<file path="config.mk">
export PLATFORM = sky130hd
export DESIGN_NAME = dsiq_sample_feeder
export DESIGN_NICKNAME = d
export VERILOG_FILES = /design/src/design/dsiq_pkg.sv /design/src/design/dsiq_sample_feeder.sv
export VERILOG_INCLUDE_DIRS = /design/src /design/src/design
export SDC_FILE = /design/constraint.sdc
export NUM_CORES = 1
export LEC_CHECK = 0
export ABC_AREA = 1
export BUFFER_PORTS_ARGS = -buffer_cell sky130_fd_sc_hd__buf_2
export CAP_MARGIN = 20
export CORE_AREA = 2 2 64 66
export DETAILED_ROUTE_END_ITERATION = 7
export DIE_AREA = 0 0 66 68
export PLACE_DENSITY = 0.72
export SETUP_SLACK_MARGIN = 0.4
export SYNTH_ARGS = -nofsm -noshare
export SYNTH_HDL_FRONTEND = slang
export SYNTH_SLANG_ARGS = --single-unit
</file>
<file path="constraint.sdc">
create_clock -name clk_ctrl -period 0.8 [get_ports clk_ctrl]
set_input_delay 0.08 -clock clk_ctrl [delete_from_list [all_inputs] [get_ports clk_ctrl]]
set_output_delay 0.08 -clock clk_ctrl [all_outputs]
set_load 0.1 [all_outputs]
</file>
<file path="src/design/dsiq_defines.svh">
`ifndef DSIQ_DEFINES_SVH
`define DSIQ_DEFINES_SVH

//////////////////////////////////////////////////////////////////////
// downstream tx i/q path sizing
//////////////////////////////////////////////////////////////////////

// log2 of the frame buffer depth in words
`define DSIQ_DEPTH_LOG2 8

// byte lanes per buffered word
// four lanes carry one 16-bit I and one 16-bit Q value
`define DSIQ_LANES 4

// width of the level report
// one bit wider than the address so a completely full buffer fits
`define DSIQ_STATUS_W 9

`endif
</file>
<file path="src/design/dsiq_pkg.sv">
`include "dsiq_defines.svh"

package dsiq_pkg;

  //////////////////////////////////////////////////////////////////////
  // payload types
  //////////////////////////////////////////////////////////////////////

  // one received byte with its control bit on top
  typedef struct packed {
    logic       ctrl;
    logic [7:0] data;
  } iq_lane_t;

  // lane 0 sits in the low bits and holds the first byte received
  typedef iq_lane_t [`DSIQ_LANES-1:0] iq_word_t;

  // sample as presented to the dac side
  typedef struct packed {
    logic [15:0] i;
    logic [15:0] q;
  } iq_sample_t;

endpackage

</file>
<file path="src/design/dsiq_sample_feeder.sv">
`timescale 1ns/1ps

module dsiq_sample_feeder (
  input  logic                 clk_ctrl,
  input  logic                 arst_n_i,
  input  logic                 sample_stb_i,
  input  dsiq_pkg::iq_word_t   rd_word_i,
  input  logic                 rd_valid_i,
  output logic                 pop_o,
  output dsiq_pkg::iq_sample_t sample_o,
  output logic                 tx_ctrl_o,
  output logic                 underrun_o
);

  //////////////////////////////////////////////////////////////////////
  // pop and split
  //////////////////////////////////////////////////////////////////////

  // word leaves the buffer on the same edge that registers it here
  assign pop_o = sample_stb_i && rd_valid_i;

  always_ff @(posedge clk_ctrl or negedge arst_n_i) begin
    if (!arst_n_i) begin
      sample_o   <= '0;
      tx_ctrl_o  <= 1'b0;
      underrun_o <= 1'b0;
    end else begin
      underrun_o <= 1'b0;
      if (pop_o) begin
        // first byte of each pair is the high byte
        sample_o.i <= {rd_word_i[0].data, rd_word_i[1].data};
        sample_o.q <= {rd_word_i[2].data, rd_word_i[3].data};
        tx_ctrl_o  <= rd_word_i[3].ctrl;
      end else if (sample_stb_i) begin
        // starved, send silence and keep the last control state
        sample_o   <= '0;
        underrun_o <= 1'b1;
      end
    end
  end

  //////////////////////////////////////////////////////////////////////
  // checks
  //////////////////////////////////////////////////////////////////////

  a_pop_with_valid: assert property (@(posedge clk_ctrl) disable iff (!arst_n_i)
    pop_o |-> rd_valid_i)
    else $error("feeder popped without a valid word");

endmodule

</file>
* Word-level counts from Yosys, hierarchy flattened
Cells that the tools add are included. W data, S select, Z words.
Storage, ports and cells: word-level logic and storage cells 10, input port bits 40, output and inout port bits 35, register bits 34
Cells by class: reduce and logical (&&, ||, !) cells 2, multiplexer cells 4
Operators with widths (count):
- $mux W32 | 2
- $mux W1 | 2
- $reduce_bool A2 Y1 | 1
- $logic_and A1 B1 Y1 | 1

* Logic depth before layout (Yosys ltp)
depth in word-level cells 2, depth in mapped cells 5, mapped depth without buffers 3

* Least setup slack after synthesis
No wires, ideal clock.
path type register to register, start point register, netlist name sample_o[0], end point register sample_o[0] (netlist bit), library setup time 0.068 ns, stages on the path, launching flop included 3, arrival time 1.088 ns, required time 0.732 ns, buffers on the path 0, slack -0.356 ns, cell sequence dfrtp_1 nand2_1 nand2_1
RTL lines:
- end: declaration | line dsiq_sample_feeder.sv:10 | output dsiq_pkg::iq_sample_t sample_o,

* Worst setup path after layout
start point register sample_o[3] (netlist bit), end point output port sample_o[3] (netlist bit)
No word-level cell between the ends.

==> impl_metrics.toml <==
[critical_path]
cp-start-kind = "flop"
path_depth = 1
crit_arrival_ps = 970
r2r_end = "sample_o[24]"
cpMaxStageDelayCell = "dfrtp_4"
critical_path_buf_inv_count = 1
crit_path_cell_trace = "buf_12"
rr_worst_depth = 4
r2r_setup_slack_ps = -100
critPathMaxFanout = 2
critPathLaunch = "sample_o[3]"
end_kind = "output pin"
path_class = "reg2out"
crit_end = "sample_o[3]"
required_ps = 720
cp_slowest_stage_delay_ps = 500
cpLargestDelayFamily = "flip-flops"
r2r-start = "sample_o[24]"

[finish]
nets = 279
drive_above_1_share_pct = 73.8
mostFrequentLayoutCell = "buf_12"
syn_to_final_growth_pct = 98.6
final_core_util_pct = 74.7
finalInstanceArea_mm2 = 0.00288
antenna_cells = 0
mostFrequentLayoutCells = "buf_12, nand2_2, buf_2, dfrtp_4, nand3_1"
fill_cells = 269

[timing]
finalClockSkew_ps = 0
finalMaxSlewViolations = 0
fin_setup_tns_ps = -8430
hold_viol = 34
max_slew_margin_pct = 87.3
final.period_utilization_pct = 131
worstMarginPinSlew_ps = 190
fmax_ghz = 0.953
finalCriticalPeriod_ps = 1050
hold_ws_ps = -270
setup_violations = 47
setup_slack_ps = -249
rsz0062_at_grt = "yes"

[clocking]
cts_sinks = 34
cts_buffer_depth = 2
clk_latency_ps = 290
cts_tree = "done"
numCtsBuffers = 5
cts.clk_slew.worst_paths_ps = 70
cts_root_buf = "clkbuf_8"
h-tree-depth = 2

[power_and_ir_drop]
p_int_mw = 3.65
power_density_mw_per_mm2 = 2020
p_sw_mw = 2.16
vdd_ir_drop_max_mv = 1.38
pwr-share-seq_pct = 36.3
p_clk_share_pct = 25.5
comb_power_share_pct = 38.2
sw_frac_of_total_pct = 37.2
power_leakage_nw = 1.36

[synth]
avgSynthCellArea_um2 = 9.80
synth-seq-cells = 34
synthesis.area_mm2 = 0.00145
synth_top_area_cell = "dfrtp_1"
yosys_warnings = 0
synth_top_area_share_pct = 58.7
synth_nets = 188
synth-seq-area-share_pct = 58.7
synth.area.top_cells = "dfrtp_1, nand2_1, nand3_1, clkbuf_8, nand2_2"
ys_types = 9
syn_inst = 148

[floorplan]
die-area_mm2 = 0.00449
core-area_mm2 = 0.00386
ios = 75
initial_utilization_pct = 37.6
rows = 23
die_x_um = 66
die_h_um = 68

[route]
drt_pass1_iterations = 4
drtIter0Drc = 38
wl_per_cell_um = 14.4
num_vias = 1353
drc = 0
drt_wl_total_um = 4180
drt-vias-per-instance = 4.67
drtAntennaViolNets = 0

[global_route]
track_usage_pct = 19.5
grt_max_degree = 35
grt_pass1_wl_um = 6420
antenna_found_initial = 0
grt-ovfl-total = 0
grt_pass1_vias = 1391

[status]
status = "complete, but fails checks"
violations = "hold timing, setup timing"

[place]
dp_hpwl_um = 2570
place_area_mm2 = 0.00245
portBuffers = 71
gp_congestion = 0.716

[run]
maxCapViolations = 0

[min_path]
hold_path_class = "in2async"
## flip-flops by register name, summed over array words and instances, names as in the netlist
signal and count:
sample_o 32, tx_ctrl_o 1, underrun_o 1
## final cells by class
cell class	count	area [µm²]	share of cell area (%)
sequential	34	978	34.0
inverter	2	27.5	0.956
tap	50	62.6	2.17
timing repair buffer	95	1170	40.7
clock buffer	8	110	3.82
multi-input combinational	101	531	18.4
## synthesized netlist by cell type
master	count
dfrtp_1	34
nand3_1	33
nand2_1	58
nand2_2	9
nor2_1	1
clkbuf_8	7
inv_1	1
buf_6	4
inv_8	1
## power groups by stage
stage / logic, mW / registers, mW / clock network, mW
6_report: 2.22 / 2.11 / 1.48
3_3_place_gp: 1.99 / 2.12 / 0
5_1_grt: 2.30 / 2.13 / 1.57
4_1_cts: 2.11 / 2.10 / 1.51
2_1_floorplan: 0.277 / 3.05 / 0
3_5_place_dp: 2.01 / 2.13 / 0
## through the flow
stage,setup WS (ps),std cells,power (mW),hold WS [ps]
finish,-249,290,5.81,-270
global placement,7.30,263,4.11,49.6
floorplan,-53.0,148,3.33,-216
CTS,-250,283,5.72,-262
global route,-273,290,6.00,-255
detailed placement,-33.7,263,4.14,52.4
## how the worst min path moves through the flow
stage	end	slack, ps	cells past startpoint
after global routing	sample_o[18]	-260	2
after floorplan	sample_o[0]	-220	0
after CTS	sample_o[27]	-260	2
after global placement	sample_o[19]	50	2
after detailed placement	sample_o[27]	50	2
final	sample_o[19]	-270	2
## per-layer routing
metal  wire, µm  global-route usage, %
met1       1490                   20.9
met4         87                   8.16
met3        321                   8.55
met2       2290                   33.8
met5          0                      0
## what timing repair did
item / 4_1_cts / 5_1_grt
endpoints found under the setup margin: 68 / 68
setup buffers: 12 / 7
endpoints found under the hold margin: 34 / 34
gates resized for setup: 19 / 36
pin swaps: 1 / 5
## cells by family after synthesis
group	Yosys count	share of synthesized area, %
flip-flops	34	58.7
buffers and inverters	13	10.8
AND/OR/NAND/NOR	101	30.5
Note: power is estimated with default switching activity, not from simulation.
