[config.mk]
export PLATFORM = sky130hd
export DESIGN_NAME = dsiq_word_packer
export DESIGN_NICKNAME = d
export VERILOG_FILES = /design/src/design/dsiq_pkg.sv /design/src/design/dsiq_word_packer.sv
export VERILOG_INCLUDE_DIRS = /design/src /design/src/design
export SDC_FILE = /design/constraint.sdc
export NUM_CORES = 1
export LEC_CHECK = 0
export BUFFER_PORTS_ARGS = -buffer_cell sky130_fd_sc_hd__buf_2
export CORE_MARGIN = 8
export CORE_UTILIZATION = 49
export DETAILED_ROUTE_END_ITERATION = 6
export PLACE_DENSITY_LB_ADDON = 0.25
export SLEW_MARGIN = 30
export SYNTH_ARGS = -nofsm -noshare
export SYNTH_HDL_FRONTEND = slang
export SYNTH_SLANG_ARGS = --single-unit
[constraint.sdc]
create_clock -name clk_ctrl -period 2 [get_ports clk_ctrl]
set_input_delay 0.4 -clock clk_ctrl [delete_from_list [all_inputs] [get_ports clk_ctrl]]
set_output_delay 0.4 -clock clk_ctrl [all_outputs]
set_load 0.01 [all_outputs]
[src/design/dsiq_defines.svh]
`ifndef DSIQ_DEFINES_SVH
`define DSIQ_DEFINES_SVH

//////////////////////////////////////////////////////////////////////
// downstream tx i/q path sizing
//////////////////////////////////////////////////////////////////////

// log2 of the frame buffer depth in words
`define DSIQ_DEPTH_LOG2 8

// byte lanes per buffered word
// four lanes carry one 16-bit I and one 16-bit Q value
`define DSIQ_LANES 4

// width of the level report
// one bit wider than the address so a completely full buffer fits
`define DSIQ_STATUS_W 9

`endif
[src/design/dsiq_pkg.sv]
`include "dsiq_defines.svh"

package dsiq_pkg;

  //////////////////////////////////////////////////////////////////////
  // payload types
  //////////////////////////////////////////////////////////////////////

  // one received byte with its control bit on top
  typedef struct packed {
    logic       ctrl;
    logic [7:0] data;
  } iq_lane_t;

  // lane 0 sits in the low bits and holds the first byte received
  typedef iq_lane_t [`DSIQ_LANES-1:0] iq_word_t;

  // sample as presented to the dac side
  typedef struct packed {
    logic [15:0] i;
    logic [15:0] q;
  } iq_sample_t;

endpackage

[src/design/dsiq_word_packer.sv]
`timescale 1ns/1ps
`include "dsiq_defines.svh"

module dsiq_word_packer (
  input  logic               clk_ctrl,
  input  logic               arst_n_i,
  input  logic [7:0]         byte_i,
  input  logic               byte_ctrl_i,
  input  logic               byte_valid_i,
  input  logic               frame_last_i,
  output dsiq_pkg::iq_word_t word_o,
  output logic               word_valid_o,
  output logic               word_last_o
);

  localparam int LANE_W = $clog2(`DSIQ_LANES);

  logic [LANE_W-1:0]  lane_cnt;
  logic               lane_end;
  dsiq_pkg::iq_lane_t lane_in;
  dsiq_pkg::iq_word_t word_d;
  dsiq_pkg::iq_word_t word_q;

  //////////////////////////////////////////////////////////////////////
  // lane fill
  //////////////////////////////////////////////////////////////////////

  // word closes on the top lane or on the last byte of a frame
  assign lane_end = frame_last_i || (lane_cnt == LANE_W'(`DSIQ_LANES - 1));

  always_comb begin
    lane_in.ctrl = byte_ctrl_i;
    lane_in.data = byte_i;
    // a fresh word starts from zero, so a short word comes out padded
    word_d = (lane_cnt == '0) ? '0 : word_q;
    word_d[lane_cnt] = lane_in;
  end

  always_ff @(posedge clk_ctrl) begin
    if (byte_valid_i) begin
      word_q <= word_d;
    end
  end

  always_ff @(posedge clk_ctrl or negedge arst_n_i) begin
    if (!arst_n_i) begin
      lane_cnt     <= '0;
      word_valid_o <= 1'b0;
      word_last_o  <= 1'b0;
    end else begin
      word_valid_o <= 1'b0;
      word_last_o  <= 1'b0;
      if (byte_valid_i) begin
        if (lane_end) begin
          lane_cnt     <= '0;
          word_valid_o <= 1'b1;
          word_last_o  <= frame_last_i;
        end else begin
          lane_cnt <= lane_cnt + 1'b1;
        end
      end
    end
  end

  assign word_o = word_q;

  //////////////////////////////////////////////////////////////////////
  // checks
  //////////////////////////////////////////////////////////////////////

  a_lane_range: assert property (@(posedge clk_ctrl) disable iff (!arst_n_i)
    int'(lane_cnt) < `DSIQ_LANES)
    else $error("packer lane counter out of range");

endmodule

### Word level (Yosys, flattened, before mapping)

Cells that the tools add are included.

| operators by class | value |
|---|---|
| add/sub/neg operators | 1 |
| order comparisons | 2 |
| equality and inequality tests | 1 |
| multiplexer cells | 9 |
| reduce and logical (&&, ||, !) cells | 3 |

Operators by type and width:

| kind | number |
|---|---|
| 36-bit bitwise mux | 1 |
| 36-bit two-way mux | 1 |
| 9-bit demux with 2-bit select | 1 |
| 9-bit two-way mux | 1 |
| 1-bit two-way mux | 4 |
| 2-bit by 3-bit less-than comparator with 1-bit output, second input constant | 1 |
| 2-bit by 1-bit adder with 2-bit output, second input constant | 1 |
| 2-bit == test, second input constant | 1 |
| 2-bit by 1-bit >= comparator with 1-bit output, second input constant | 1 |
| 2-bit logical NOT | 1 |
| 2-bit two-way mux | 1 |
| 1-bit logical AND | 1 |
| 1-bit logical OR | 1 |

| word-level totals | value |
|---|---|
| register bits after elaboration | 40 |

### Longest topological paths before layout

| logic depth | value |
|---|---|
| depth in word-level cells | 5 |
| depth in mapped cells | 4 |
| depth with buffers taken out | 4 |

### Least setup slack after synthesis

No wires, ideal clock.

| timing | value |
|---|---|
| kind | register to register |
| start point | register, netlist name lane_cnt[0] |
| end point | register word_q (netlist bit word_o[27]) (enable) |
| setup time | 0.375 ns |
| arrival | 1.187 ns |
| data required time | 1.625 ns |
| setup slack | 0.438 ns |
| cell stages (with the launch flop) | 4 |
| path buffers | 0 |
| cell sequence | dfrtp_1 > inv_1 > ha_1 > nor2b_1 |

RTL lines:

| element | line | text |
|---|---|---|
| end signal, assigned | dsiq_word_packer.sv:41 | `word_q <= word_d;` |
| end, declared | dsiq_word_packer.sv:22 | `dsiq_pkg::iq_word_t word_q;` |

==> results_dict.tcl <==
set metrics [dict create \
    syn_nets 112 \
    netlist.area_leader.share_pct 69.9 \
    clock_skew_ps 7.98 \
    setup_violations 0 \
    status "finished, final reports clean" \
    crit_path_end_kind "flip-flop" \
    path_class "flip-flop to flip-flop" \
    powerDensity_mw_per_mm2 942 \
    area_growth_pct 24.2 \
    synth_edf_count 36 \
    cts_buffers 5 \
    initial_core_util_pct 51.1 \
    grt_use_total_pct 12.5 \
    period_needed_ps 1630 \
    path_clk_slew_ps 110 \
    design_area_sq_mm 0.00192 \
    antenna_found_initial 0 \
    clock_sinks 40 \
    drtIter0Drc 33 \
    yosysTopAreaCell "edfxtp_1" \
    io_buffers 50 \
    dr_total_vias 903 \
    io-pin-count 51 \
    dr.pass1.iters 4 \
    synthTopCellsByArea "edfxtp_1 (70%), and2_1 (15%), dfrtp_1 (6.5%)" \
    routed_wl_mm 2.95 \
    ys_seq_area_share_pct 76.4 \
    worstMarginPinSlew_ps 409 \
    cts_tree "built" \
    postPlaceCellArea_sq_mm 0.00185 \
    syn-cell-area_sq_mm 0.00155 \
    fmax_mhz 614 \
    grt_pass1_vias 1002 \
    max-cap-violations 0 \
    yosys-top-cells-count "and2_1 (38), edfxtp_1 (36), dfrtp_1 (4), ha_1 (4)" \
    r2r_cells 3 \
    rsz0062_at_grt "no" \
    slew_violations 0 \
    cp-start-kind "flip-flop" \
    grt_overflow 0 \
    die_w_microns 72.2 \
    drt-vias-per-instance 4.58 \
    final.period_utilization_pct 81.4 \
    arrival_ps 1620 \
    grt_pass1_wl_mm 4.88 \
    yosys_warnings 0 \
    ant_nets 0 \
    drc 0 \
    worstSkewPairLatency_ps 330 \
    hold_viol 0 \
    irDropWorstVdd_uv 500 \
    drive_gt1_share_pct 37.9 \
    fin_nets 169 \
    synth-async-reset-ratio_pct 10.0 \
    p_leak_uw 0.000823 \
    wl_per_cell_microns 15.0 \
    yosysMostFrequentCell "and2_1" \
    tns_ps 0 \
    worstHoldPathCells 2 \
    rows 20 \
    hp-class "input port to flip-flop" \
    dieArea_sq_mm 0.00521 \
    cts-htree-levels 2 \
    synth-main-ff-cell "edfxtp_1" \
    gp_congestion 0.774 \
    insertedDiodeCount 0 \
    avgSynthCellArea_sq_um 16.3 \
    grt_max_degree 13 \
    die_h_microns 72.2 \
    maxSlewHeadroom_pct 72.8 \
    worstPathRequired_ps 1990 \
    coreArea_sq_mm 0.00303 \
    clockBufferDepth 2 \
    syn_inst 95 \
    postCtsSetupBuffers 0 \
    synth.distinct_cells 13 \
    critPathMaxFanout 11 \
    root_buffer "clkbuf_4" \
    synth-seq-cells 40 \
]
## cell type report
class	instances	area, sq um
Inverter	2	7.51
Clock buffer	7	55.1
Timing Repair Buffer	53	275
Fill cell	241	1110
Sequential cell	40	1180
Tap cell	44	55.1
Multi-Input combinational cell	50	343
Clock inverter	1	3.75
## sequential cells by signal, summed over array words and instances (netlist names)
signal,flops
word_o,36
word_valid_o,1
word_last_o,1
lane_cnt,2
## power breakdown
group          internal, uW  leakage [uW]  switching (uW)  total [uW]
logic                   134      0.000383             196         330
registers              1050      0.000407            28.9        1080
clock network           169     0.0000329             234         403
total                  1350      0.000823             459        1810
## logic make-up after synthesis
family | after synthesis | share of synthesized area, %
and+or+nand+nor | 42 | 17.1
adders and majority gates | 4 | 3.24
AOI/OAI and AO/OA | 4 | 1.86
DFF | 40 | 76.4
buffers and inverters | 5 | 1.46
## final timing paths
check,from,end,slack [ps]
worst max-delay path,lane_cnt[1],word_o[2],370
worst min-delay path,frame_last_i,lane_cnt[1],290
worst max register to register,lane_cnt[1],word_o[2],370
worst min register to register,lane_cnt[0],lane_cnt[0],660
max in group asynchronous,arst_n_i,word_last_o,1500
min in group asynchronous,arst_n_i,lane_cnt[1],370
## cells in the final DEF, fill, tap and decap left out, drive strengths merged
master and instances:
buf 52, and2 38, edfxtp 36, clkbuf 7
ha 4, dfrtp 4, inv 2, nor2b 2
o21a 2, or4b 1, o21ai 1, nand2 1
o32ai 1, clkinv 1, dlygate4sd3 1
## stage by stage
step	total power [uW]	util (%)	hold slack, ps	setup slack, ps	cells
global placement	1420	61.2	206	511	188
detailed placement	1440	61.2	209	389	188
CTS	1830	63.4	272	369	197
global route	1910	63.4	265	230	197
finish	1810	63.4	287	371	197
floorplan	1280	-	104	438	95
## worst max-delay path, stage by stage, from the launching register on
cell and delay [ps]:
dfrtp_1 430, inv_1 120, ha_1 310, and2_1 430
## timing repair
item	in CTS	in global routing
endpoints found under the hold margin	4	0
gates resized for setup	0	0
hold buffers	1	0
## routing by layer
metal | global-route usage [%] | vias to the layer above | wire (microns)
li1 | - | 440 | -
met1 | 11.9 | 430 | 1140
met2 | 22.1 | 31 | 1560
met3 | 6.06 | 2 | 231
met4 | 5.67 | 0 | 21
met5 | 0 | - | 0
Note: power is estimated with default switching activity, not from simulation.
